[src/verilog/epd_timing_pkg.sv]
/*
 * Frame scan definitions for the EPD controller.
 * Holds the scan state encoding, the timing region flags and the fixed
 * timing constants shared by the scan modules and the top level.
 */
`default_nettype none

package epd_timing_pkg;

    // Frame sequencer states
    typedef enum logic [1:0] {
        SCAN_IDLE    = 2'd0,
        SCAN_WAITING = 2'd1,
        SCAN_RUNNING = 2'd2
    } scan_state_e;

    // Decoded position of the scan counters
    typedef struct packed {
        logic in_vsync;
        logic in_vbp;
        logic in_vact;
        logic in_hfp;
        logic in_hsync;
        logic in_hact;
        logic fetch;
        logic line_start;
    } scan_region_t;

    // Clocks spent waiting after vsync
    localparam int VS_DELAY = 8;
    // Fetch window leads the active window by this much
    localparam int PIPE_DELAY = 4;
    localparam int CNT_W = 11;

endpackage

`default_nettype wire

[src/verilog/scan_timing.sv]
/*
 * Horizontal and vertical scan counters of the EPD controller.
 * Decodes the timing regions, opens the fetch window PIPE_DELAY clocks
 * ahead of the active pixels and drives the gate and source driver pins.
 */
`timescale 1ns/1ps
`default_nettype none

module scan_timing #(
    parameter int H_FP   = 2,
    parameter int H_SYNC = 2,
    parameter int H_BP   = 2,
    parameter int H_ACT  = 8,
    parameter int V_FP   = 1,
    parameter int V_SYNC = 1,
    parameter int V_BP   = 1,
    parameter int V_ACT  = 4
) (
    input  wire logic                       clk,
    input  wire logic                       rst,
    input  wire epd_timing_pkg::scan_state_e state,
    output epd_timing_pkg::scan_region_t    region,
    output logic                            line_end,
    output logic                            frame_end,
    output logic                            epd_gdoe,
    output logic                            epd_gdclk,
    output logic                            epd_gdsp,
    output logic                            epd_sdclk,
    output logic                            epd_sdle,
    output logic                            epd_sdoe,
    output logic                            epd_sdce0
);

    localparam int CW = epd_timing_pkg::CNT_W;
    localparam int HTOTAL = H_FP + H_SYNC + H_BP + H_ACT;
    localparam int VTOTAL = V_FP + V_SYNC + V_BP + V_ACT;
    localparam int H_ACT_START = H_FP + H_SYNC + H_BP;
    localparam int V_ACT_START = V_FP + V_SYNC + V_BP;
    localparam int FETCH_START = H_ACT_START - epd_timing_pkg::PIPE_DELAY;
    localparam int FETCH_END = HTOTAL - epd_timing_pkg::PIPE_DELAY;

    logic [CW-1:0] h_cnt;
    logic [CW-1:0] v_cnt;
    logic          running;
    logic          gdclk_pre;

    assign running   = state == epd_timing_pkg::SCAN_RUNNING;
    assign line_end  = running && (h_cnt == CW'(HTOTAL - 1));
    assign frame_end = running && (v_cnt == CW'(VTOTAL - 1));

    // Counters sit at zero outside the running state
    always_ff @(posedge clk) begin
        if (rst || !running) begin
            h_cnt <= '0;
            v_cnt <= '0;
        end else if (line_end) begin
            h_cnt <= '0;
            v_cnt <= frame_end ? '0 : v_cnt + 1'b1;
        end else begin
            h_cnt <= h_cnt + 1'b1;
        end
    end

    always_comb begin
        region.in_vsync = running && (v_cnt >= CW'(V_FP)) && (v_cnt < CW'(V_FP + V_SYNC));
        region.in_vbp = running && (v_cnt >= CW'(V_FP + V_SYNC)) &&
                        (v_cnt < CW'(V_ACT_START));
        region.in_vact = running && (v_cnt >= CW'(V_ACT_START));
        region.in_hfp = running && (h_cnt < CW'(H_FP));
        region.in_hsync = running && (h_cnt >= CW'(H_FP)) && (h_cnt < CW'(H_FP + H_SYNC));
        region.in_hact = running && (h_cnt >= CW'(H_ACT_START));
        // Same length as the active window, shifted earlier
        region.fetch = region.in_vact && (h_cnt >= CW'(FETCH_START)) &&
                       (h_cnt < CW'(FETCH_END));
        region.line_start = running && (h_cnt == '0);
    end

    // Gate driver
    assign gdclk_pre = running && !region.in_hfp;

    always_ff @(posedge clk) begin
        if (rst) begin
            epd_gdclk <= 1'b0;
        end else begin
            epd_gdclk <= gdclk_pre;
        end
    end

    assign epd_gdoe = region.in_vsync || region.in_vbp || region.in_vact;
    assign epd_gdsp = !region.in_vsync;

    // Source driver
    assign epd_sdoe  = epd_gdoe;
    assign epd_sdle  = region.in_hsync;
    assign epd_sdce0 = !(region.in_vact && region.in_hact);
    assign epd_sdclk = (region.in_hfp || region.in_hsync || region.in_hact) ? ~clk : 1'b0;

    a_cnt_range: assert property (@(posedge clk) disable iff (rst)
        (h_cnt < CW'(HTOTAL)) && (v_cnt < CW'(VTOTAL)));

endmodule

`default_nettype wire

[config.mk]
export PLATFORM = sky130hd
export DESIGN_NAME = scan_timing
export DESIGN_NICKNAME = d
export VERILOG_FILES = /design/src/verilog/epd_timing_pkg.sv /design/src/verilog/scan_timing.sv
export SDC_FILE = /design/constraint.sdc
export NUM_CORES = 1
export LEC_CHECK = 0
export BUFFER_PORTS_ARGS = -buffer_cell sky130_fd_sc_hd__buf_2
export CAP_MARGIN = 0
export CORE_MARGIN = 2
export CORE_UTILIZATION = 50
export CTS_CLUSTER_DIAMETER = 50
export DETAILED_ROUTE_END_ITERATION = 8
export PLACE_DENSITY = 0.76
export SYNTH_ARGS = -nofsm -noshare
export SYNTH_HDL_FRONTEND = slang
export SYNTH_SLANG_ARGS = --single-unit
[constraint.sdc]
create_clock -name clk -period 2.2 [get_ports clk]
set_input_delay 0.22 -clock clk [delete_from_list [all_inputs] [get_ports clk]]
set_output_delay 0.22 -clock clk [all_outputs]
set_load 0.05 [all_outputs]
### Yosys cells after proc, flatten, opt, wreduce, memory -nomap -nowiden

Index checks and enable logic that the tools add are counted.
Widths: inputs -> output; s select.

| cells by class | value |
|---|---|
| $add $sub $neg | 2 |
| equal/unequal tests | 3 |
| order comparisons | 10 |
| reduce and logical (&&, ||, !) cells | 27 |
| bitwise operators | 1 |
| multipliers | 0 |
| shifts and indexed selects | 0 |
| divide/modulo/power cells | 0 |
| multiplexer cells | 2 |

Operators with widths:

| operator | number |
|---|---|
| $ge 11x2->1 const B | 3 |
| $lt 11x2->1 const B | 3 |
| $add 11x1->11 const B | 2 |
| $logic_and 1x1->1 | 16 |
| $eq 11x3->1 const B | 1 |
| $eq 11x4->1 const B | 1 |
| $ge 11x1->1 const B | 1 |
| $ge 11x3->1 const B | 1 |
| $logic_not 11->1 | 1 |
| $lt 11x3->1 const B | 1 |
| $lt 11x4->1 const B | 1 |
| $mux 11 | 1 |
| $logic_or 1x1->1 | 5 |
| $logic_not 1->1 | 4 |
| $eq 2x2->1 const B | 1 |
| $reduce_or 2->1 | 1 |
| $mux 1 | 1 |
| $not 1->1 | 1 |

| word-level totals | value |
|---|---|
| latch bits | 0 |
| bits in writable memories | 0 |
| logic and storage cells | 48 |
| bits in read-only memories | 0 |
| memories kept | 0 |
| output and inout bits | 17 |
| register bits | 23 |
| bits of input ports | 4 |

### Depth between registers and ports, before layout

Gate-level depths: netlist (run 1).

| depth | value |
|---|---|
| depth after elaboration | 6 |
| mapped depth | 8 |
| gate-level depth less buffers | 6 |

==> flow_summary.rst, run 1 <==
.. list-table::
   :header-rows: 1

   * - Metric
     - Value
   * - Syn. warnings
     - 0
   * - Crit path setup slack, layout
     - -0.000934 ns
   * - Area delta synth->final
     - 26.8%
   * - Class of the tightest hold or removal check
     - input pin to register
   * - Fraction of layout cells with a size suffix above 1
     - 0.361
   * - Critical register-to-register path startpoint
     - v_cnt[7]
   * - RSZ-0062 raised after global routing
     - yes
   * - Detail Route Antenna Nets
     - 0
   * - HPWL reported at the end of detailed placement
     - 2270 um
   * - Final Hold Viols
     - 0
   * - Pre-CTS worst setup slack
     - between 0.1 and 0.15 ns
   * - Dominant cells by area after synthesis
     - dfxtp_1 (33%), xor2_1 (5.7%), ha_1 (5.4%)
   * - Most used cells in the layout excluding fill and tap cells
     - nor2_1 (18), dfxtp_1 (17), buf_4 (14), nand4_1 (11), buf_2 (11)
   * - Type of the setup path with the least slack
     - register to primary output
   * - Die W
     - 56.8 um
   * - WP data required
     - 1.98 ns
   * - Cell Area, Synth
     - about 0.0014 sq mm
   * - Worst Hold Launch
     - rst
   * - Top-area cell type share of the netlist area
     - 0.330
   * - Post-layout minimum cycle time
     - around 2.2 ns
   * - Syn nets
     - 174
   * - Share of synthesized area occupied by flip-flops and latches
     - 0.330
   * - Die area
     - 0.00323 sq mm
   * - TritonCTS clock tree
     - done
   * - Crit. End Element
     - primary output
   * - Worst R2R End
     - v_cnt[7]
   * - Row cnt
     - 19
   * - Number of port buffers
     - 20
   * - Antenna violations before repair
     - 0
   * - Main flop type after synthesis
     - dfxtp_1
   * - Setup violations, final
     - 2
   * - Cell type contributing the most total cell area after synthesis
     - dfxtp_1
   * - Violated checks
     - negative setup slack
   * - Number of buffers added to fix hold violations after cts
     - 0
   * - Maximum net fanout on the critical path
     - 4
   * - Placeable core region
     - 0.00271 sq mm
   * - Setup slack, reg-to-reg
     - between 0.2 and 0.3 ns
   * - Leakage power figure
     - around 0.73 nW
   * - Arrival time at the worst endpoint
     - 1.98 ns
   * - Seq cells post-synth
     - 23
   * - Via count
     - roughly 1300
   * - Final GP Congestion
     - approximately 0.9
   * - Drt initial violations
     - 40
   * - Max rail drop VDD
     - 463 uV
   * - Number of remaining DRC errors
     - 0
   * - Count of TritonRoute iterations in the first routing pass
     - 4
   * - Initial core utilization
     - 0.514
   * - Run status
     - finished, violations left
   * - # nets final
     - 205
   * - Setup Skew
     - about 0.0072 ns
   * - # placed instances
     - 210
   * - Total negative slack
     - -0.00180 ns
   * - Clock network latency to the later pin of the worst-skew pair
     - 0.44 ns
   * - Worst Hold Path Cells
     - 4
   * - Max_slew headroom
     - 0.684
   * - Most common cell after layout, fill and taps aside
     - nor2_1
   * - Slew of the pin with the lowest slew margin
     - 0.471 ns
   * - # Max-Cap Violations
     - 0
   * - Post-synth ARST share
     - 0
   * - Synthesized area divided by synthesized cell count
     - ~8.5 sq um
   * - Total wirelength of the detailed-routed design
     - 3280 um
   * - Highest clock rate
     - roughly 450 MHz
   * - Worst Hold Path EP
     - v_cnt[10]
   * - CP startpoint kind
     - register
   * - Number of top-level pins
     - 21
   * - Max-slew violation count
     - 0
   * - Routed len/inst
     - 14.6 um
   * - Grt ovf
     - 0
   * - Reg2reg path depth
     - 5
   * - Crit share post-route
     - 1.00
   * - Number of global-route vias before repair
     - between 1000 and 1500
   * - Count of non-filler cells in the finished layout
     - approximately 230
   * - Count of flip-flops with a built-in enable after synthesis
     - 0
   * - Largest net degree at the start of global routing
     - 14
   * - Die Span Y
     - 56.8 um
   * - Synthesized netlist cell count
     - 164
   * - Wire length of the first global-routing pass
     - 5460 um
   * - Register clock-pin slew on the reported worst setup and hold paths
     - between 0.1 and 0.15 ns
   * - Count of unique library cells instantiated by Yosys
     - between 40 and 50
   * - Routed via count divided by cell count
     - 5.93
   * - Total routing resource utilization after global routing
     - 0.215
   * - Power Density
     - around 440 mW/mm^2
   * - Number of antenna cells inserted
     - 0
   * - Final total power
     - about 770 uW
## layer usage
| layer | part of all wire | track usage | vias to the layer above | wire length [um] |
|---|---|---|---|---|
| met4 | 0.019 | 0.123 | 0 | 61 |
| met2 | 0.50 | 0.372 | 38 | 1640 |
| li1 | - | - | 654 | - |
| met1 | 0.44 | 0.257 | 637 | 1440 |
| met3 | 0.039 | 0.0184 | 6 | 127 |
| met5 | 0 | 0 | - | 0 |
## what timing repair did
item                                    CTS  global route
pin swaps                                 7             1
endpoints found under the setup margin   12            10
setup buffers                             6             2
hold endpoints to repair                  0             0
resized for setup                        29            11
## synth_stat cells (2+ instances only)
master / n
nand4_1: 11
or2_2: 2
o21ai_0: 5
nor2b_1: 2
nor2_1: 19
and2_1: 4
mux2i_1: 3
xor2_1: 9
ha_1: 6
dfxtp_1: 23
clkbuf_1: 3
o31ai_1: 2
inv_1: 5
a31oi_1: 2
a21oi_1: 10
nand3_1: 7
and3_1: 5
nand2_1: 9
buf_4: 2
nor3_1: 2
or4_1: 3
or3_1: 4
## power breakdown
part	switching (mW)	internal (mW)
Sequential	0.000595	0.415
Clock	0.172	0.136
Combinational	0.0295	0.0161
## area by class of cell
cell class | count | area [sq um]
clock buffers | 7 | 50.0
clock inverters | 1 | 5.00
fillers | 229 | 942
inverters | 5 | 22.5
multi-input cells | 128 | 945
flip-flops and latches | 23 | 473
well taps | 31 | 38.8
repair buffers | 30 | 234
## kinds of logic after synthesis
logic type               count (synthesis)  share of synthesized area
XOR/XNOR                                10                     0.0628
AND/OR/NAND/NOR                         82                      0.358
buffers and inverters                   13                     0.0494
flip-flops                              23                      0.330
multiplexers                             3                     0.0215
AO/OA/AOI/OAI                           27                      0.124
adder cells (fa/ha/maj)                  6                     0.0539
## state kept, by name, summed over array words and instances (netlist names)
register   flops
h_cnt         11
v_cnt         11
epd_gdclk      1
## metrics by stage
stage | utilization | area [sq um] | hold slack, ns
after CTS | 0.631 | 1710 | 0.137
final | 0.652 | 1770 | 0.142
after detailed placement | 0.562 | 1520 | 0.431
after global routing | 0.652 | 1770 | 0.144
after global placement | 0.562 | 1520 | 0.431
after floorplan | - | 1410 | 0.320
## worst max-delay path: stages, from the launching register on
cell	delay [ns]
dfxtp_4	0.36
or2_4	0.24
a21o_1	0.17
o31a_1	0.35
or2_4	0.27
buf_8	0.15
## worst max-delay path by stage
stage	start	end	slack, ns	depth (start not counted)
3_5_place_dp	v_cnt[6]	region[7]	0.13	5
2_1_floorplan	v_cnt[6]	region[7]	-0.007	4
5_1_grt	v_cnt[9]	epd_gdoe	-0.07	5
6_report	v_cnt[3]	epd_sdoe	-0.0009	5
3_3_place_gp	v_cnt[6]	region[7]	0.16	5
4_1_cts	v_cnt[3]	epd_gdoe	-0.002	5
Note: power is estimated with default switching activity, not from simulation.
==> run 2, diff against run 1 <==
==> constraint.sdc (replaced) <==
create_clock -name clk -period 2.3 [get_ports clk]
set_input_delay 0.23 -clock clk [delete_from_list [all_inputs] [get_ports clk]]
set_output_delay 0.23 -clock clk [all_outputs]
set_load 0.05 [all_outputs]
==> run 2 against run 1 <==
Against the previous run:
- the flow still finishes with violations (negative setup slack)
- cell count is the same
- clock skew is 0.0055 ns higher
- critical path depth grew 1
- largest power group unchanged
- hold slack better by 0.016 ns
- critical path type unchanged
- count of clock-buffer cells in the layout did not move
- core utilization down 0.69 points
- clock power down 4%
- wire length rose by 6.4%
- via count is 0.82% higher
==> flow_summary.rst, run 2 (synthesis results as in run 1) <==
.. list-table::
   :header-rows: 1

   * - Metric
     - Value
   * - Max_slew headroom
     - 0.635 (-0.0495)
   * - Total negative slack
     - -0.0624 ns (-0.0606 ns)
   * - Die Span Y
     - 56.8 um (unchanged)
   * - Number of top-level pins
     - 21 (unchanged)
   * - Area occupied by multi-input gates
     - 937 sq um (-0.79%)
   * - Maximum net fanout on the critical path
     - 4 (unchanged)
   * - Via count
     - 1346 (+0.82%)
   * - Total routing resource utilization after global routing
     - 0.223 (+0.00859)
   * - Number of remaining DRC errors
     - 0 (unchanged)
   * - Sequential cell area
     - 473 sq um (unchanged)
   * - Layout filler cell count
     - 231 (+0.87%)
   * - Type of the setup path with the least slack
     - register to primary output
   * - Class of the tightest hold or removal check
     - input pin to register
   * - Final Hold Viols
     - 0 (unchanged)
   * - Power Density
     - 422 mW/mm^2 (-3.1%)
   * - WP data required
     - 2.07 ns (+0.09 ns)
   * - Row cnt
     - 19 (unchanged)
   * - Number of buffers added to fix hold violations after cts
     - 0 (unchanged)
   * - Top Registers
     - h_cnt: 11 flops, v_cnt: 11 flops, epd_gdclk: 1 flops
   * - Count of TritonRoute iterations in the first routing pass
     - 4 (unchanged)
   * - Highest clock rate
     - 429 MHz
   * - Most common cell after layout, fill and taps aside
     - dfxtp_1
   * - RSZ-0062 raised after global routing
     - yes
   * - Initial core utilization
     - 0.514 (unchanged)
   * - Register clock-pin slew on the reported worst setup and hold paths
     - 0.14 ns (+0.02 ns)
   * - Met2 wire length
     - 1740 um (+5.9%)
   * - Antenna violations before repair
     - 0 (unchanged)
   * - Slew of the pin with the lowest slew margin
     - 0.545 ns (+0.0738 ns)
   * - Final GP Congestion
     - 0.879 (-1.9%)
   * - CP peak stage delay
     - 0.38 ns (+0.02 ns)
   * - # nets final
     - 205 (unchanged)
   * - Clock network latency to the later pin of the worst-skew pair
     - 0.43 ns (about the same)
   * - Crit share post-route
     - 1.01
   * - Grt ovf
     - 0 (unchanged)
   * - Arrival time at the worst endpoint
     - 2.10 ns (+0.12 ns)
   * - Pre-CTS worst setup slack
     - 0.235 ns (+0.106 ns)
   * - CP startpoint kind
     - register
   * - Setup violations, final
     - 2 (unchanged)
   * - Largest net degree at the start of global routing
     - 14 (unchanged)
   * - Final core utilization
     - 0.645 (-0.00693)
   * - Post-layout minimum cycle time
     - between 2 and 2.5 ns
   * - HPWL reported at the end of detailed placement
     - 2380 um (+4.6%)
   * - Leakage power figure
     - 0.722 nW (-0.40%)
   * - Detailed-routed wire length on met3
     - 256 um (+100%)
   * - Max-slew violation count
     - 0 (unchanged)
   * - Top routing layer in use
     - met4
   * - Max rail drop VDD
     - 580 uV (+25%)
   * - Total wirelength of the detailed-routed design
     - 3480 um (+6.4%)
   * - Fraction of layout cells with a size suffix above 1
     - 0.345 (-0.0155)
   * - Wire length of the first global-routing pass
     - 5640 um (+3.3%)
   * - Layout Cell Area excl Fill
     - 0.00175 sq mm (-1.1%)
   * - Number of antenna cells inserted
     - 0 (unchanged)
   * - Detail Route Antenna Nets
     - 0 (unchanged)
   * - Most used cells in the layout excluding fill and tap cells
     - dfxtp_1 (19), nor2_1 (18), buf_4 (14), nand4_1 (11), buf_2 (11)
   * - TritonCTS clock tree
     - done
   * - Cell breakdown of the critical path
     - nor4_4, buf_4, nand2_2, o31a_1, or2_4, buf_6
   * - Placeable core region
     - 0.00271 sq mm (unchanged)
   * - Number of global-route vias before repair
     - 1296 (+3.8%)
   * - Routed via count divided by cell count
     - 5.98 (+0.82%)
   * - Routed len/inst
     - 15.5 um (+6.4%)
   * - Cell with the biggest individual delay on the critical path
     - dfxtp_4
   * - Run status
     - finished, violations left
   * - Die area
     - 0.00323 sq mm (unchanged)
   * - Number of port buffers
     - 20 (unchanged)
   * - Drt initial violations
     - 63 (+57%)
   * - # Max-Cap Violations
     - 0 (unchanged)
   * - Setup Skew
     - 0.0127 ns (+0.00546 ns)
   * - Total routed wire length on the met1 layer
     - 1410 um (-2.1%)
   * - Die W
     - 56.8 um (unchanged)
   * - Crit path setup slack, layout
     - -0.0313 ns (-0.0304 ns)
   * - Area delta synth->final
     - 25.5%
   * - Violated checks
     - negative setup slack
   * - Cell Area, Placed
     - 0.00151 sq mm (-0.90%)
   * - Crit. End Element
     - primary output
## run 2: layout make-up
type                    instances  area share
flip-flops and latches         23       0.270
multi-input cells             128       0.536
repair buffers                 30       0.129
inverters                       5      0.0107
clock buffers                   7      0.0286
clock inverters                 1     0.00286
well taps                      31      0.0222
## run 2: power by group
part	leakage, nW	internal [mW]	switching [mW]
Sequential	0.188	0.396	0.00100
Combinational	0.496	0.0150	0.0287
Clock	0.0384	0.130	0.168
## run 2: layer usage
metal	global-route usage	vias up
met2	0.379	60
met3	0.0599	10
li1	-	656
met4	0.110	0
met5	0	-
met1	0.257	620
## run 2: final timing paths
kind            start   endpoint  slack (ns)  cells past startpoint
min               rst  v_cnt[10]        0.16                      4
max          v_cnt[7]   epd_gdoe       -0.03                      6
max reg2reg  v_cnt[7]   v_cnt[8]        0.20                      7
min reg2reg  v_cnt[9]   v_cnt[9]        0.54                      2
## run 2: through the flow
step / instances / hold slack, ns / total power, mW
2_1_floorplan: 164 / 0.330 / 0.459
3_3_place_gp: 209 / 0.441 / 0.475
3_5_place_dp: 209 / 0.441 / 0.477
4_1_cts: 220 / 0.138 / 0.748
5_1_grt: 225 / 0.161 / 0.770
6_report: 225 / 0.158 / 0.738
## run 2: repair_timing
| item | in CTS | in global routing |
|---|---|---|
| setup endpoints to repair | 9 | 12 |
| gates resized for setup | 18 | 22 |
| buffers inserted | 4 | 5 |
| pin swaps | 3 | 7 |
## run 2: worst max-delay path: cells and delay by family (launching register included)
family / cells / cell delay [ns]
buffers and inverters: 2 / 0.32
AOI/OAI and AO/OA: 1 / 0.35
and+or+nand+nor: 3 / 0.62
DFF: 1 / 0.38
