### config.mk
export PLATFORM = sky130hd
export DESIGN_NAME = scan_fsm
export DESIGN_NICKNAME = d
export VERILOG_FILES = /design/src/verilog/epd_timing_pkg.sv /design/src/verilog/scan_fsm.sv
export SDC_FILE = /design/constraint.sdc
export NUM_CORES = 1
export LEC_CHECK = 0
export BUFFER_PORTS_ARGS = -buffer_cell sky130_fd_sc_hd__buf_4
export CAP_MARGIN = 20
export CORE_AREA = 2 2 39 41
export CTS_BUF_LIST = sky130_fd_sc_hd__clkbuf_4
export DETAILED_ROUTE_END_ITERATION = 6
export DIE_AREA = 0 0 41 43
export PLACE_DENSITY = 0.52
export SYNTH_ARGS = -nofsm -noshare
export SYNTH_HDL_FRONTEND = slang
export SYNTH_SLANG_ARGS = --single-unit
### constraint.sdc
create_clock -name clk -period 1.4 [get_ports clk]
set_input_delay 0.28 -clock clk [delete_from_list [all_inputs] [get_ports clk]]
set_output_delay 0.28 -clock clk [all_outputs]
set_load 0.02 [all_outputs]
### src/verilog/epd_timing_pkg.sv
/*
 * Frame scan definitions for the EPD controller.
 * Holds the scan state encoding, the timing region flags and the fixed
 * timing constants shared by the scan modules and the top level.
 */
`default_nettype none

package epd_timing_pkg;

    // Frame sequencer states
    typedef enum logic [1:0] {
        SCAN_IDLE    = 2'd0,
        SCAN_WAITING = 2'd1,
        SCAN_RUNNING = 2'd2
    } scan_state_e;

    // Decoded position of the scan counters
    typedef struct packed {
        logic in_vsync;
        logic in_vbp;
        logic in_vact;
        logic in_hfp;
        logic in_hsync;
        logic in_hact;
        logic fetch;
        logic line_start;
    } scan_region_t;

    // Clocks spent waiting after vsync
    localparam int VS_DELAY = 8;
    // Fetch window leads the active window by this much
    localparam int PIPE_DELAY = 4;
    localparam int CNT_W = 11;

endpackage

`default_nettype wire

### src/verilog/scan_fsm.sv
/*
 * Frame level sequencer of the EPD scan.
 * Waits for vsync, holds b_trigger during a short waiting phase, then runs
 * one frame. frame_valid masks the frame output after a FIFO underrun.
 */
`timescale 1ns/1ps
`default_nettype none

module scan_fsm (
    input  wire logic                 clk,
    input  wire logic                 rst,
    input  wire logic                 vin_vsync,
    input  wire logic                 sys_ready,
    input  wire logic                 global_en,
    input  wire logic                 line_end,
    input  wire logic                 frame_end,
    input  wire logic                 underrun,
    output epd_timing_pkg::scan_state_e state,
    output logic                      frame_valid,
    output logic                      b_trigger
);

    localparam int WAIT_W = $clog2(epd_timing_pkg::VS_DELAY + 1);

    logic [WAIT_W-1:0] wait_cnt;

    always_ff @(posedge clk) begin
        if (rst) begin
            state       <= epd_timing_pkg::SCAN_IDLE;
            wait_cnt    <= '0;
            frame_valid <= 1'b0;
        end else begin
            case (state)
                epd_timing_pkg::SCAN_IDLE: begin
                    wait_cnt <= '0;
                    if (vin_vsync && sys_ready && global_en) begin
                        state <= epd_timing_pkg::SCAN_WAITING;
                    end
                end
                epd_timing_pkg::SCAN_WAITING: begin
                    if (wait_cnt == WAIT_W'(epd_timing_pkg::VS_DELAY)) begin
                        state       <= epd_timing_pkg::SCAN_RUNNING;
                        frame_valid <= 1'b1;
                    end else begin
                        wait_cnt <= wait_cnt + 1'b1;
                    end
                end
                epd_timing_pkg::SCAN_RUNNING: begin
                    // Last clock of the last line
                    if (line_end && frame_end) begin
                        state <= epd_timing_pkg::SCAN_IDLE;
                    end
                end
                default: state <= epd_timing_pkg::SCAN_IDLE;
            endcase
            // Kill stays until the next waiting phase
            if (underrun) begin
                frame_valid <= 1'b0;
            end
        end
    end

    assign b_trigger = state == epd_timing_pkg::SCAN_WAITING;

    a_state_legal: assert property (@(posedge clk) disable iff (rst)
        state inside {epd_timing_pkg::SCAN_IDLE, epd_timing_pkg::SCAN_WAITING,
                      epd_timing_pkg::SCAN_RUNNING});

endmodule

`default_nettype wire

### After elaboration in Yosys (flattened, before gate mapping)

Cells that the tools add are included.

| cells by class | value |
|---|---|
| multiplexer cells | 6 |
| reduce and logical (&&, ||, !) cells | 9 |
| $add $sub $neg | 1 |
| equal/unequal tests | 7 |

Operators by type and width:

| cell | number |
|---|---|
| $pmux 4 s2 | 1 |
| $mux 2 | 3 |
| $ne 2x2->1 const B | 3 |
| $pmux 2 s3 | 1 |
| $add 4x1->4 const B | 1 |
| $eq 4x4->1 const B | 1 |
| $mux 4 | 1 |
| $reduce_and 2->1 | 2 |
| $logic_and 1x1->1 | 3 |
| $reduce_and 3->1 | 1 |
| $eq 2x1->1 const B | 1 |
| $eq 2x2->1 const B | 1 |
| $logic_not 2->1 | 1 |
| $ne 2x1->1 const B | 1 |
| $reduce_bool 2->1 | 1 |
| $reduce_or 2->1 | 1 |

| word-level totals | value |
|---|---|
| input port bits | 8 |
| flip-flop bits (word level) | 7 |
| output and inout port bits | 4 |
| word-level logic and storage cells | 26 |

### Depth between registers and ports, before layout

Gate-level depths: netlist of run 1.

| depth | value |
|---|---|
| depth after elaboration | 4 |
| gate-level depth with buffers | 5 |
| mapped depth without buffers | 5 |

### Least setup slack after synthesis of run 1

No wires, ideal clock.

| timing path | value |
|---|---|
| kind | register to register |
| start point | reg state[0] |
| end point | reg wait_cnt[3] |
| cell stages (with the launch flop) | 5 |
| path buffers | 0 |
| period minus slack after synthesis | 1.238 ns |
| library setup time | 0.074 ns |
| data required time | 1.326 ns |
| slack | 0.162 ns |
| arrival time | 1.164 ns |
| cell sequence | dfxtp_1 -> nand2b_1 -> inv_1 -> nand4_1 -> a31oi_1 |

| between the ends | value |
|---|---|
| longest elaborated chain between the ends | 3 |
| elaborated cells between the ends (all ways) | 6 |
| those cells by class | eq/ne (2); mux (1); reduce/logical (3) |

Ends and longest elaborated chain:

| what | RTL line | source |
|---|---|---|
| from (decl) | scan_fsm.sv:18 | `output epd_timing_pkg::scan_state_e state,` |
| from (signal assigned) | scan_fsm.sv:29 | `state <= epd_timing_pkg::SCAN_IDLE;` |
| from (signal assigned) | scan_fsm.sv:37 | `state <= epd_timing_pkg::SCAN_WAITING;` |
| from (signal assigned) | scan_fsm.sv:42 | `state <= epd_timing_pkg::SCAN_RUNNING;` |
| $eq 2x1->1 (*) | -- |  |
| via b_trigger | scan_fsm.sv:20 | `output logic b_trigger` |
| $ne 2x2->1 (no line) or $reduce_bool 2->1 (tied branches) | -- |  |
| $reduce_and 2->1 (no line) | -- |  |
| to (signal assigned) | scan_fsm.sv:45 | `wait_cnt <= wait_cnt + 1'b1;` |
| to (decl) | scan_fsm.sv:25 | `logic [WAIT_W-1:0] wait_cnt;` |

Mark *: on every way through the listed nets, which the timed path passes. The rest lies on a longest branch.
A chain may end at the register's enable or synchronous reset.

### Worst setup path in the final report of run 1

| timing path | value |
|---|---|
| start point | reg state[1] |
| end point | out b_trigger |

| between the ends | value |
|---|---|
| longest elaborated chain between the ends | 1 |

Ends and longest elaborated chain:

| what | RTL line | source |
|---|---|---|
| $eq 2x1->1 | scan_fsm.sv:63 | `assign b_trigger = state == epd_timing_pkg::SCAN_WAITING;` |
| to (decl) | scan_fsm.sv:20 |  |

No other way between the ends.

==> run_results.csv, run 1 <==
group,metric,value,unit
status,run_status,"finished clean",
detailed_routing,wl_met2,359,um
die,coreArea,1380,sq um
die,start_util,0.256,
placed_design,place.gp.congestion,0.790,
clock_network,htree_levels,1,
worst_setup_path,worstPathArrival,1.02,ns
detailed_routing,highest-signal-layer,"met3",
timing,finalSetupTns,0,ns
synth,syn_nets,52,
detailed_routing,drc,0,
job,max-cap-violations,0,
pwr,irDropWorstVdd,0.426,mV
synth,async_reset_ff_frac,0,
grt,grt_pass1_wl,1.35,mm
pwr,combPwrFrac,0.111,
die,die_height,43,um
finish,final_core_util,0.375,
min_path,hold_class,"in -> reg",
placed_design,port_buffers,11,
worst_setup_path,cp-start-kind,"flip-flop",
synth,synth_common_cells,"7 x dfxtp_1, 6 x a21oi_1, 5 x nand2_1",
pwr,power.share.clock,0.443,
timing,min_period,1.30,ns
timing,finalSetupViolations,0,
clock_network,clkTransAtPathRegs,0.05,ns
grt,grt_usage,0.117,
timing,drv_slew,0,
finish,diodes,0,
synth,synth-main-ff-cell,"dfxtp_1",
pwr,seq_power_share,0.445,
worst_setup_path,path_class,"reg -> out",
finish,n_fill_cell,148,
worst_setup_path,end_kind,"output pin",
clock_network,clock_path_buffers,2,
timing,hold_violations,0,
synth,syn_area,354,sq um
pwr,intPower,358,uW
detailed_routing,first_iter_violations,7,
grt,grt_max_degree,8,
synth,yosysSeqAreaShare,0.396,
finish,drive_above_1_share,0.377,
detailed_routing,ant_nets,0,
worst_setup_path,path_max_fanout,5,
pwr,power.density,884,nW/um^2
detailed_routing,firstDrtPassIters,4,
synth,yosysMostFrequentCell,"dfxtp_1",
pwr,p_sw_frac,0.220,
timing,rsz0062_at_grt,"no",
die,io_pins,12,
grt,antenna_found_initial,0,
synth,ys_warn_count,0,
detailed_routing,routed_wl,803,um
clock_network,cts.hold.buffers_added,0,
clock_network,worstSkewPairLatency,0.25,ns
die,die_w,41,um
worst_setup_path,cp.required,1.12,ns
die,dieArea,1760,sq um
detailed_routing,via_count,362,
detailed_routing,wire_per_inst,10.4,um
clock_network,cts_tree,"done",
synth,ys_seq_elements,7,
detailed_routing,wl_met3,61,um
synth,yosys-top-cells-area,"dfxtp_1 40%, a21oi_1 8.5%, ha_1 7.1%",
clock_network,cts_made_buffers,3,
timing,tightest_slew,0.183,ns
grt,grt_pass1_vias,334,
finish,syn_to_final_growth,46.6,%
clock_network,cts_sinks,7,
grt,grt_overflow,0,
synth,netlist_instances,42,
timing,skew,0.00543,ns
timing,max_clock_freq,770,MHz
finish,nets,72,
clock_network,cts_root_buf,"clkbuf_4",
synth,synth_cell_type_count,18,
placed_design,dp_hpwl,602,um
detailed_routing,met1_length,383,um
synth,avgSynthCellArea,8.43,sq um
timing,fin_crit_sh,0.928,
timing,max_slew_margin,0.878,
pwr,leakagePower,0.000219,uW
synth,synth_top_area_frac,0.396,
synth,yosysTopAreaCell,"dfxtp_1",
die,placementRows,14,
pwr,switchingPower,101,uW
synth,synth_edf_count,0,
detailed_routing,vias_per_cell,4.70,
[cells in the final DEF, fill, tap and decap left out]
cell	netlist	layout
buf_4	0	15
dfxtp_1	7	7
a21oi_1	6	6
nand2_1	5	5
clkbuf_4	0	4
nand3_1	3	3
o211ai_1	3	3
inv_1	3	2
nand3b_1	2	2
nand4_1	2	2
ha_1	2	2
nand2b_2	0	1
inv_2	0	1
and3b_1	1	1
nor3_1	1	1
or3_1	1	1
or2_2	1	1
a31oi_1	1	1
and4bb_2	1	1
a2bb2oi_1	1	1
nor2_1	1	1
[state kept, by name, indices dropped and copies added, names as in the netlist]
signal	cells
frame_valid	1
state	2
wait_cnt	4
[per-stage QoR]
step	instances	hold slack [ns]	instance area, sq um	worst slack [ns]	power [uW]
after floorplan	42	0.349	354	0.162	226
after global placement	71	0.446	472	0.173	255
after detailed placement	71	0.450	472	0.157	254
after CTS	75	0.187	502	0.0314	461
after global routing	77	0.190	519	0.0329	482
final	77	0.193	519	0.101	459
[layout make-up]
type | count | area, sq um | share of cell area
multi-input combinational | 32 | 205 | 0.395
sequential | 7 | 140 | 0.270
timing repair buffer | 15 | 113 | 0.217
clock buffer | 4 | 30.0 | 0.0578
tap | 16 | 20.0 | 0.0386
inverter | 3 | 11.3 | 0.0217
[worst paths after layout]
kind | startpoint | to | slack [ns] | cells past startpoint
setup reg to reg | wait_cnt[0] | wait_cnt[3] | 0.15 | 5
hold / removal | underrun | frame_valid | 0.19 | 2
setup / recovery | state[1] | b_trigger | 0.10 | 3
hold reg to reg | frame_valid | frame_valid | 0.52 | 2
[cells by family (layout without fill, tap and decap cells)]
logic type / Yosys count / in the layout / share of synthesized area
adders and majority gates: 2 / 2 / 0.0707
DFF: 7 / 7 / 0.396
and+or+nand+nor: 19 / 19 / 0.311
buffers and inverters: 3 / 22 / 0.0318
AOI/OAI and AO/OA: 11 / 11 / 0.191
[power by group through the flow]
stage	clock network, uW	registers, uW	logic (uW)
after floorplan	0	211	14.8
after global placement	0	208	46.5
after detailed placement	0	208	46.2
after CTS	211	204	46.6
after global routing	222	205	55.7
final	204	204	51.1
[critical path, cell delays in order (launching register included)]
cell      delay, ns
dfxtp_1        0.30
nand2b_2       0.22
inv_2          0.11
buf_4          0.15
[routing by layer]
| layer | vias to the layer above | GRT usage |
|---|---|---|
| li1 | 194 | - |
| met1 | 158 | 0.146 |
| met2 | 10 | 0.156 |
| met3 | 0 | 0.0785 |
| met4 | 0 | 0.0400 |
| met5 | - | 0 |
[what timing repair did]
item,4_1_cts,5_1_grt
endpoints found under the setup margin,1,1
buffers inserted,0,2
gates resized for setup,1,1
No activity file was read; power rests on OpenSTA's default activity.
==> inputs of run 2 (changes only) <==
PLACE_DENSITY = 0.53   (was 0.52)
clock period = 1.14 ns   (was 1.4 ns; I/O delays follow)
==> run 2 against run 1 <==
Clock power is 24% higher. Clock skew is 0.0044 ns lower. Die area stayed put. Via count up 7.7%. Count of clock-buffer cells in the layout unchanged. Setup slack worse by 0.073 ns. Core utilization increased by 4.2 points. Sequential power increased by 24%. First-iteration DRC count shrank 29%.
==> run_results.csv, run 2 (synthesis results as in run 1) <==
group,metric,value,unit
timing,max_clock_freq,899,MHz
timing,drv_slew,0,
die,placementRows,14,
die,start_util,0.256,
die,die_height,43,um
placed_design,place.gp.congestion,0.739,
pwr,leakagePower,0.000235,uW
die,dieArea,1760,sq um
timing,fin_ws,0.0274,ns
placed_design,dp_slack,-0.0214,ns
detailed_routing,first_iter_violations,5,
finish,diodes,0,
grt,use_met2,0.166,
worst_setup_path,path_max_fanout,5,
detailed_routing,ant_nets,0,
worst_setup_path,cp.required,1.28,ns
worst_setup_path,cpPeakStageDelay,0.33,ns
timing,finalSetupViolations,0,
worst_setup_path,path_buf_inv,1,
grt,grt_pass1_wl,1.48,mm
pwr,irDropWorstVdd,0.367,mV
detailed_routing,vias_per_cell,4.88,
detailed_routing,firstDrtPassIters,2,
grt,antenna_found_initial,0,
timing,hold_violations,0,
grt,grt_max_degree,8,
worst_setup_path,path_depth,5,
clock_network,worstSkewPairLatency,0.25,ns
timing,rsz0062_at_grt,"yes",
clock_network,cts_root_buf,"clkbuf_4",
finish,n_fill_cell,140,
finish,syn_to_final_growth,62.9,%
finish,layout_common_cells,"17 x buf_4, 6 x a21oi_1, 5 x nand2_1",
finish,ff_latch_area,148,sq um
timing,fin_hold_ws,0.141,ns
status,run_status,"finished clean",
timing,tightest_slew,0.219,ns
timing,skew,0.00101,ns
finish,largest_register,"wait_cnt",
detailed_routing,drc,0,
finish,mostFrequentLayoutCell,"buf_4",
clock_network,cts_tree,"done",
grt,grt_pass1_vias,333,
grt,grtUsageMet1,0.173,
detailed_routing,via_count,390,
min_path,hold_class,"in -> reg",
grt,grt_usage,0.128,
placed_design,port_buffers,11,
pwr,power.density,993,nW/um^2
worst_setup_path,ff2ff_path_depth,5,
finish,multi_input_area,226,sq um
min_path,min_path_cells,2,
worst_setup_path,crit_slowest_cell,"dfxtp_2",
detailed_routing,routed_wl,881,um
finish,largest_register_ffs,4,
timing,max_slew_margin,0.854,
timing,fin_crit_sh,0.976,
die,io_pins,12,
clock_network,cts_made_buffers,3,
worst_setup_path,cp-start-kind,"flip-flop",
grt,grtUsageMet3,0.0314,
timing,min_period,1.11,ns
grt,top_usage_layer,"met1",
worst_setup_path,critical_path.cell_chain,"inv_2 -> ha_4 -> and3b_2 -> o211ai_1 -> a21oi_1",
finish,drive_above_1_share,0.547,
worst_setup_path,worstPathArrival,1.25,ns
clock_network,clkTransAtPathRegs,0.05,ns
detailed_routing,wire_per_inst,11.0,um
worst_setup_path,cpLargestDelayFamily,"flip-flops",
die,coreArea,1380,sq um
clock_network,cts_sinks,7,
job,max-cap-violations,0,
clock_network,clock_path_buffers,2,
worst_setup_path,path_class,"reg -> reg",
clock_network,cts.hold.buffers_added,0,
finish,largestRegisters,"wait_cnt: 4 flops, state: 2 flops, frame_valid: 1 flops",
finish,nets,75,
grt,grt_overflow,0,
clock_network,htree_levels,1,
placed_design,dp_hpwl,644,um
worst_setup_path,end_kind,"flip-flop",
die,die_w,41,um
-- run 2: cell types whose count changed in the layout (fill, tap and decap cells not counted), sizes merged --
cell / delta
buf: +3
-- run 2: layout make-up --
type,count,share of cell area
inverters,3,0.0239
clock buffers,4,0.0521
multi-input cells,32,0.393
well taps,16,0.0347
flip-flops and latches,7,0.256
repair buffers,18,0.241
-- run 2: final timing paths --
path / from / end / slack, ns
setup / recovery: wait_cnt[1] / wait_cnt[1] / 0.03
hold / removal: underrun / frame_valid / 0.14
setup reg to reg: wait_cnt[1] / wait_cnt[1] / 0.03
hold reg to reg: frame_valid / frame_valid / 0.52
-- run 2: worst register-to-register path, delay by kind of cell (launching register included) --
| kind | cells | cell delay (ns) |
|---|---|---|
| adder cells (fa/ha/maj) | 1 | 0.15 |
| buffers and inverters | 1 | 0.05 |
| flip-flops | 1 | 0.33 |
| AO/OA/AOI/OAI | 2 | 0.26 |
| AND/OR/NAND/NOR | 1 | 0.22 |
-- run 2: what timing repair did --
item / 4_1_cts / 5_1_grt
resized for setup: 9 / 1
buffers inserted: 3 / 1
cloned: 0 / 0
pin swaps: 3 / 3
setup endpoints to repair: 4 / 5
-- run 2: power breakdown --
part           total, uW  leakage [uW]  switching, uW  internal [uW]
clock network        253     0.0000184           95.2            158
registers            252     0.0000588           5.01            247
logic               67.6      0.000157           29.0           38.6
total                573      0.000235            129            444
-- run 2: through the flow --
step,cell area [sq um],utilization,total power [uW],std cells,setup TNS [ns]
finish,577,0.417,573,80,0
global route,577,0.417,607,80,-0.0838
detailed placement,490,0.354,315,72,-0.0342
floorplan,365,-,281,42,0
global placement,490,0.354,315,72,-0.0240
CTS,567,0.410,584,79,0
-- run 2: metal layers --
| metal | share of wire | wire, um |
|---|---|---|
| met1 | 0.49 | 436 |
| met2 | 0.46 | 405 |
| met3 | 0.036 | 32 |
| met4 | 0.0079 | 7 |
| met5 | 0 | 0 |
==> inputs of run 3 (changes only) <==
ABC_AREA = 1   (was unset)
PLACE_DENSITY = 0.55   (was 0.53)
==> run 3 against run 2 <==
Combinational power up 47%. Global-route usage down 1.1 points. Total power up 7.8%. Critical endpoint is now b_trigger. Highest routed layer unchanged. Core utilization up 4.1 points. Largest power group unchanged.
==> run_results.csv, run 3 <==
group,metric,value,unit
die,placementRows,14,
pwr,fin_total_pwr,617,uW
detailed_routing,ant_nets,0,
synth,synth_top_family_by_area,"simple AND/OR/NAND/NOR gates",
die,start_util,0.271,
pwr,switchingPower,155,uW
finish,fin_area,633,sq um
synth,yosys-mux-area-fraction,0,
clock_network,cts_root_buf,"clkbuf_4",
clock_network,clock_path_buffers,2,
die,die_w,41,um
synth,netlist_instances,50,
detailed_routing,wire_per_inst,9.59,um
min_path,hold_class,"in -> reg",
status,run_status,"finished clean",
grt,antenna_found_initial,0,
timing,drv_slew,0,
finish,drive_above_1_share,0.573,
synth,yosys-top-cells-area,"dfxtp_1 37%, nand2_1 12%, nand3_1 8.0%",
worst_setup_path,path_max_fanout,4,
finish,diodes,0,
worst_setup_path,reg2reg_to,"wait_cnt[2]",
clock_network,cts_tree,"done",
timing,fin_hold_ws,0.125,ns
pwr,irDropWorstVdd,0.434,mV
pwr,seq_power_share,0.411,
timing,tightest_slew,0.191,ns
timing,max_slew_margin,0.872,
pwr,intPower,462,uW
placed_design,port_buffers,11,
placed_design,place.gp.congestion,0.734,
synth,synth_common_cells,"12 x nand2_1, 7 x dfxtp_1, 7 x inv_1",
grt,grt_max_degree,6,
finish,largest_register_ffs,4,
grt,grt_pass1_wl,1.37,mm
worst_setup_path,rr_startpoint,"wait_cnt[1]",
pwr,p_sw_frac,0.251,
timing,fin_crit_sh,0.970,
finish,largest_register,"wait_cnt",
clock_network,cts_sinks,7,
placed_design,dp_hpwl,649,um
synth,yosysSeqAreaShare,0.373,
finish,syn_to_final_growth,68.7,%
synth,synth-main-ff-cell,"dfxtp_1",
grt,grt_usage,0.118,
clock_network,htree_levels,1,
die,io_pins,12,
synth,yosysMostFrequentCell,"nand2_1",
synth,yosys.area_share.simple,0.363,
synth,avgSynthCellArea,7.51,sq um
grt,grt_overflow,0,
pwr,leakagePower,0.000287,uW
detailed_routing,via_count,408,
detailed_routing,first_iter_violations,4,
detailed_routing,routed_wl,873,um
worst_setup_path,rrSetupSlack,0.07,ns
synth,yosysTopAreaCell,"dfxtp_1",
worst_setup_path,ff2ff_path_depth,8,
worst_setup_path,cp-start-kind,"flip-flop",
finish,n_fill_cell,134,
synth,synth_xor_area_frac,0.0233,
worst_setup_path,worstPathArrival,0.88,ns
worst_setup_path,path_class,"reg -> out",
worst_setup_path,end_kind,"output pin",
clock_network,clkTransAtPathRegs,0.05,ns
finish,layout_common_cells,"20 x buf_4, 10 x nand2_1, 5 x nand3_1, 5 x inv_1",
timing,skew,0.00521,ns
synth,synth_cell_type_count,17,
synth,ys_warn_count,0,
grt,grt_pass1_vias,376,
timing,finalSetupViolations,0,
worst_setup_path,endpoint,"b_trigger",
synth,syn_nets,60,
detailed_routing,vias_per_cell,4.48,
synth,syn_area,375,sq um
worst_setup_path,crit_start,"state[0]",
synth,ys_seq_elements,7,
worst_setup_path,cp.required,0.91,ns
clock_network,worstSkewPairLatency,0.26,ns
timing,min_period,1.11,ns
die,dieArea,1760,sq um
job,max-cap-violations,0,
synth,synth-adder-area-share,0.0667,
timing,max_clock_freq,904,MHz
finish,largestRegisters,"wait_cnt: 4 flops, state: 2 flops, frame_valid: 1 flops",
pwr,power.density,975,nW/um^2
synth,synth_top_area_frac,0.373,
synth,async_reset_ff_frac,0,
die,die_height,43,um
synth,synth_edf_count,0,
finish,nets,86,
pwr,combPwrFrac,0.161,
timing,rsz0062_at_grt,"yes",
timing,finalSetupTns,0,ns
detailed_routing,drc,0,
clock_network,cts_made_buffers,3,
detailed_routing,firstDrtPassIters,2,
pwr,power.share.clock,0.428,
placed_design,place_area,524,sq um
synth,synth_compound_area_frac,0.0933,
die,coreArea,1380,sq um
finish,mostFrequentLayoutCell,"buf_4",
timing,hold_violations,0,
run 3: per-layer routing:
metal  vias to the layer above  GRT usage  wire, um
met2                        12      0.191       433
li1                        210          -         -
met3                         5     0.0314        39
met4                         0      0.100        33
met1                       181      0.113       367
met5                         -          0         0
run 3: repair_timing:
| action | 4_1_cts | 5_1_grt |
|---|---|---|
| resized for setup | 3 | 13 |
| endpoints found under the hold margin | 0 | 0 |
| setup buffers | 1 | 3 |
| hold buffers | 0 | 0 |
| pin swaps | 1 | 4 |
| endpoints found under the setup margin | 2 | 6 |
| cloned | 0 | 0 |
run 3: stage by stage:
stage,cells,setup WS (ns),util
3_3_place_gp,83,-0.00901,0.379
3_5_place_dp,83,0.000264,0.379
4_1_cts,88,0.00300,0.412
5_1_grt,91,-0.00811,0.458
2_1_floorplan,50,0.0645,-
6_report,91,0.0337,0.458
run 3: worst max-delay path, cell delays in order, from the launching register on:
cell and delay [ns]:
dfxtp_4 0.36, inv_4 0.05, nor2_4 0.09, buf_6 0.12
run 3: worst min-delay path by stage:
stage / from / end / slack (ns) / depth (start not counted)
detailed placement: underrun / frame_valid / 0.39 / 2
floorplan: rst / state[1] / 0.30 / 1
CTS: underrun / frame_valid / 0.12 / 2
global route: underrun / frame_valid / 0.12 / 2
global placement: underrun / frame_valid / 0.39 / 2
finish: underrun / frame_valid / 0.13 / 2
run 3: cells by family after synthesis:
family,after synthesis
flip-flops,7
AND/OR/NAND/NOR,26
adder cells (fa/ha/maj),2
buffers and inverters,8
AO/OA/AOI/OAI,6
XOR/XNOR,1
run 3: final cells by class:
class / instances / area (sq um) / area share
timing repair buffer: 21 / 161 / 0.255
inverter: 8 / 32.5 / 0.0514
multi-input combinational: 35 / 243 / 0.383
tap: 16 / 20.0 / 0.0316
sequential: 7 / 146 / 0.231
clock buffer: 4 / 30.0 / 0.0474
run 3: power groups by stage:
stage          sequential (uW)  clock, uW  combinational, uW
2_1_floorplan              261          0               35.5
3_3_place_gp               258          0               80.3
3_5_place_dp               259          0               81.1
4_1_cts                    253        272               87.4
5_1_grt                    254        290                109
6_report                   254        264               99.7
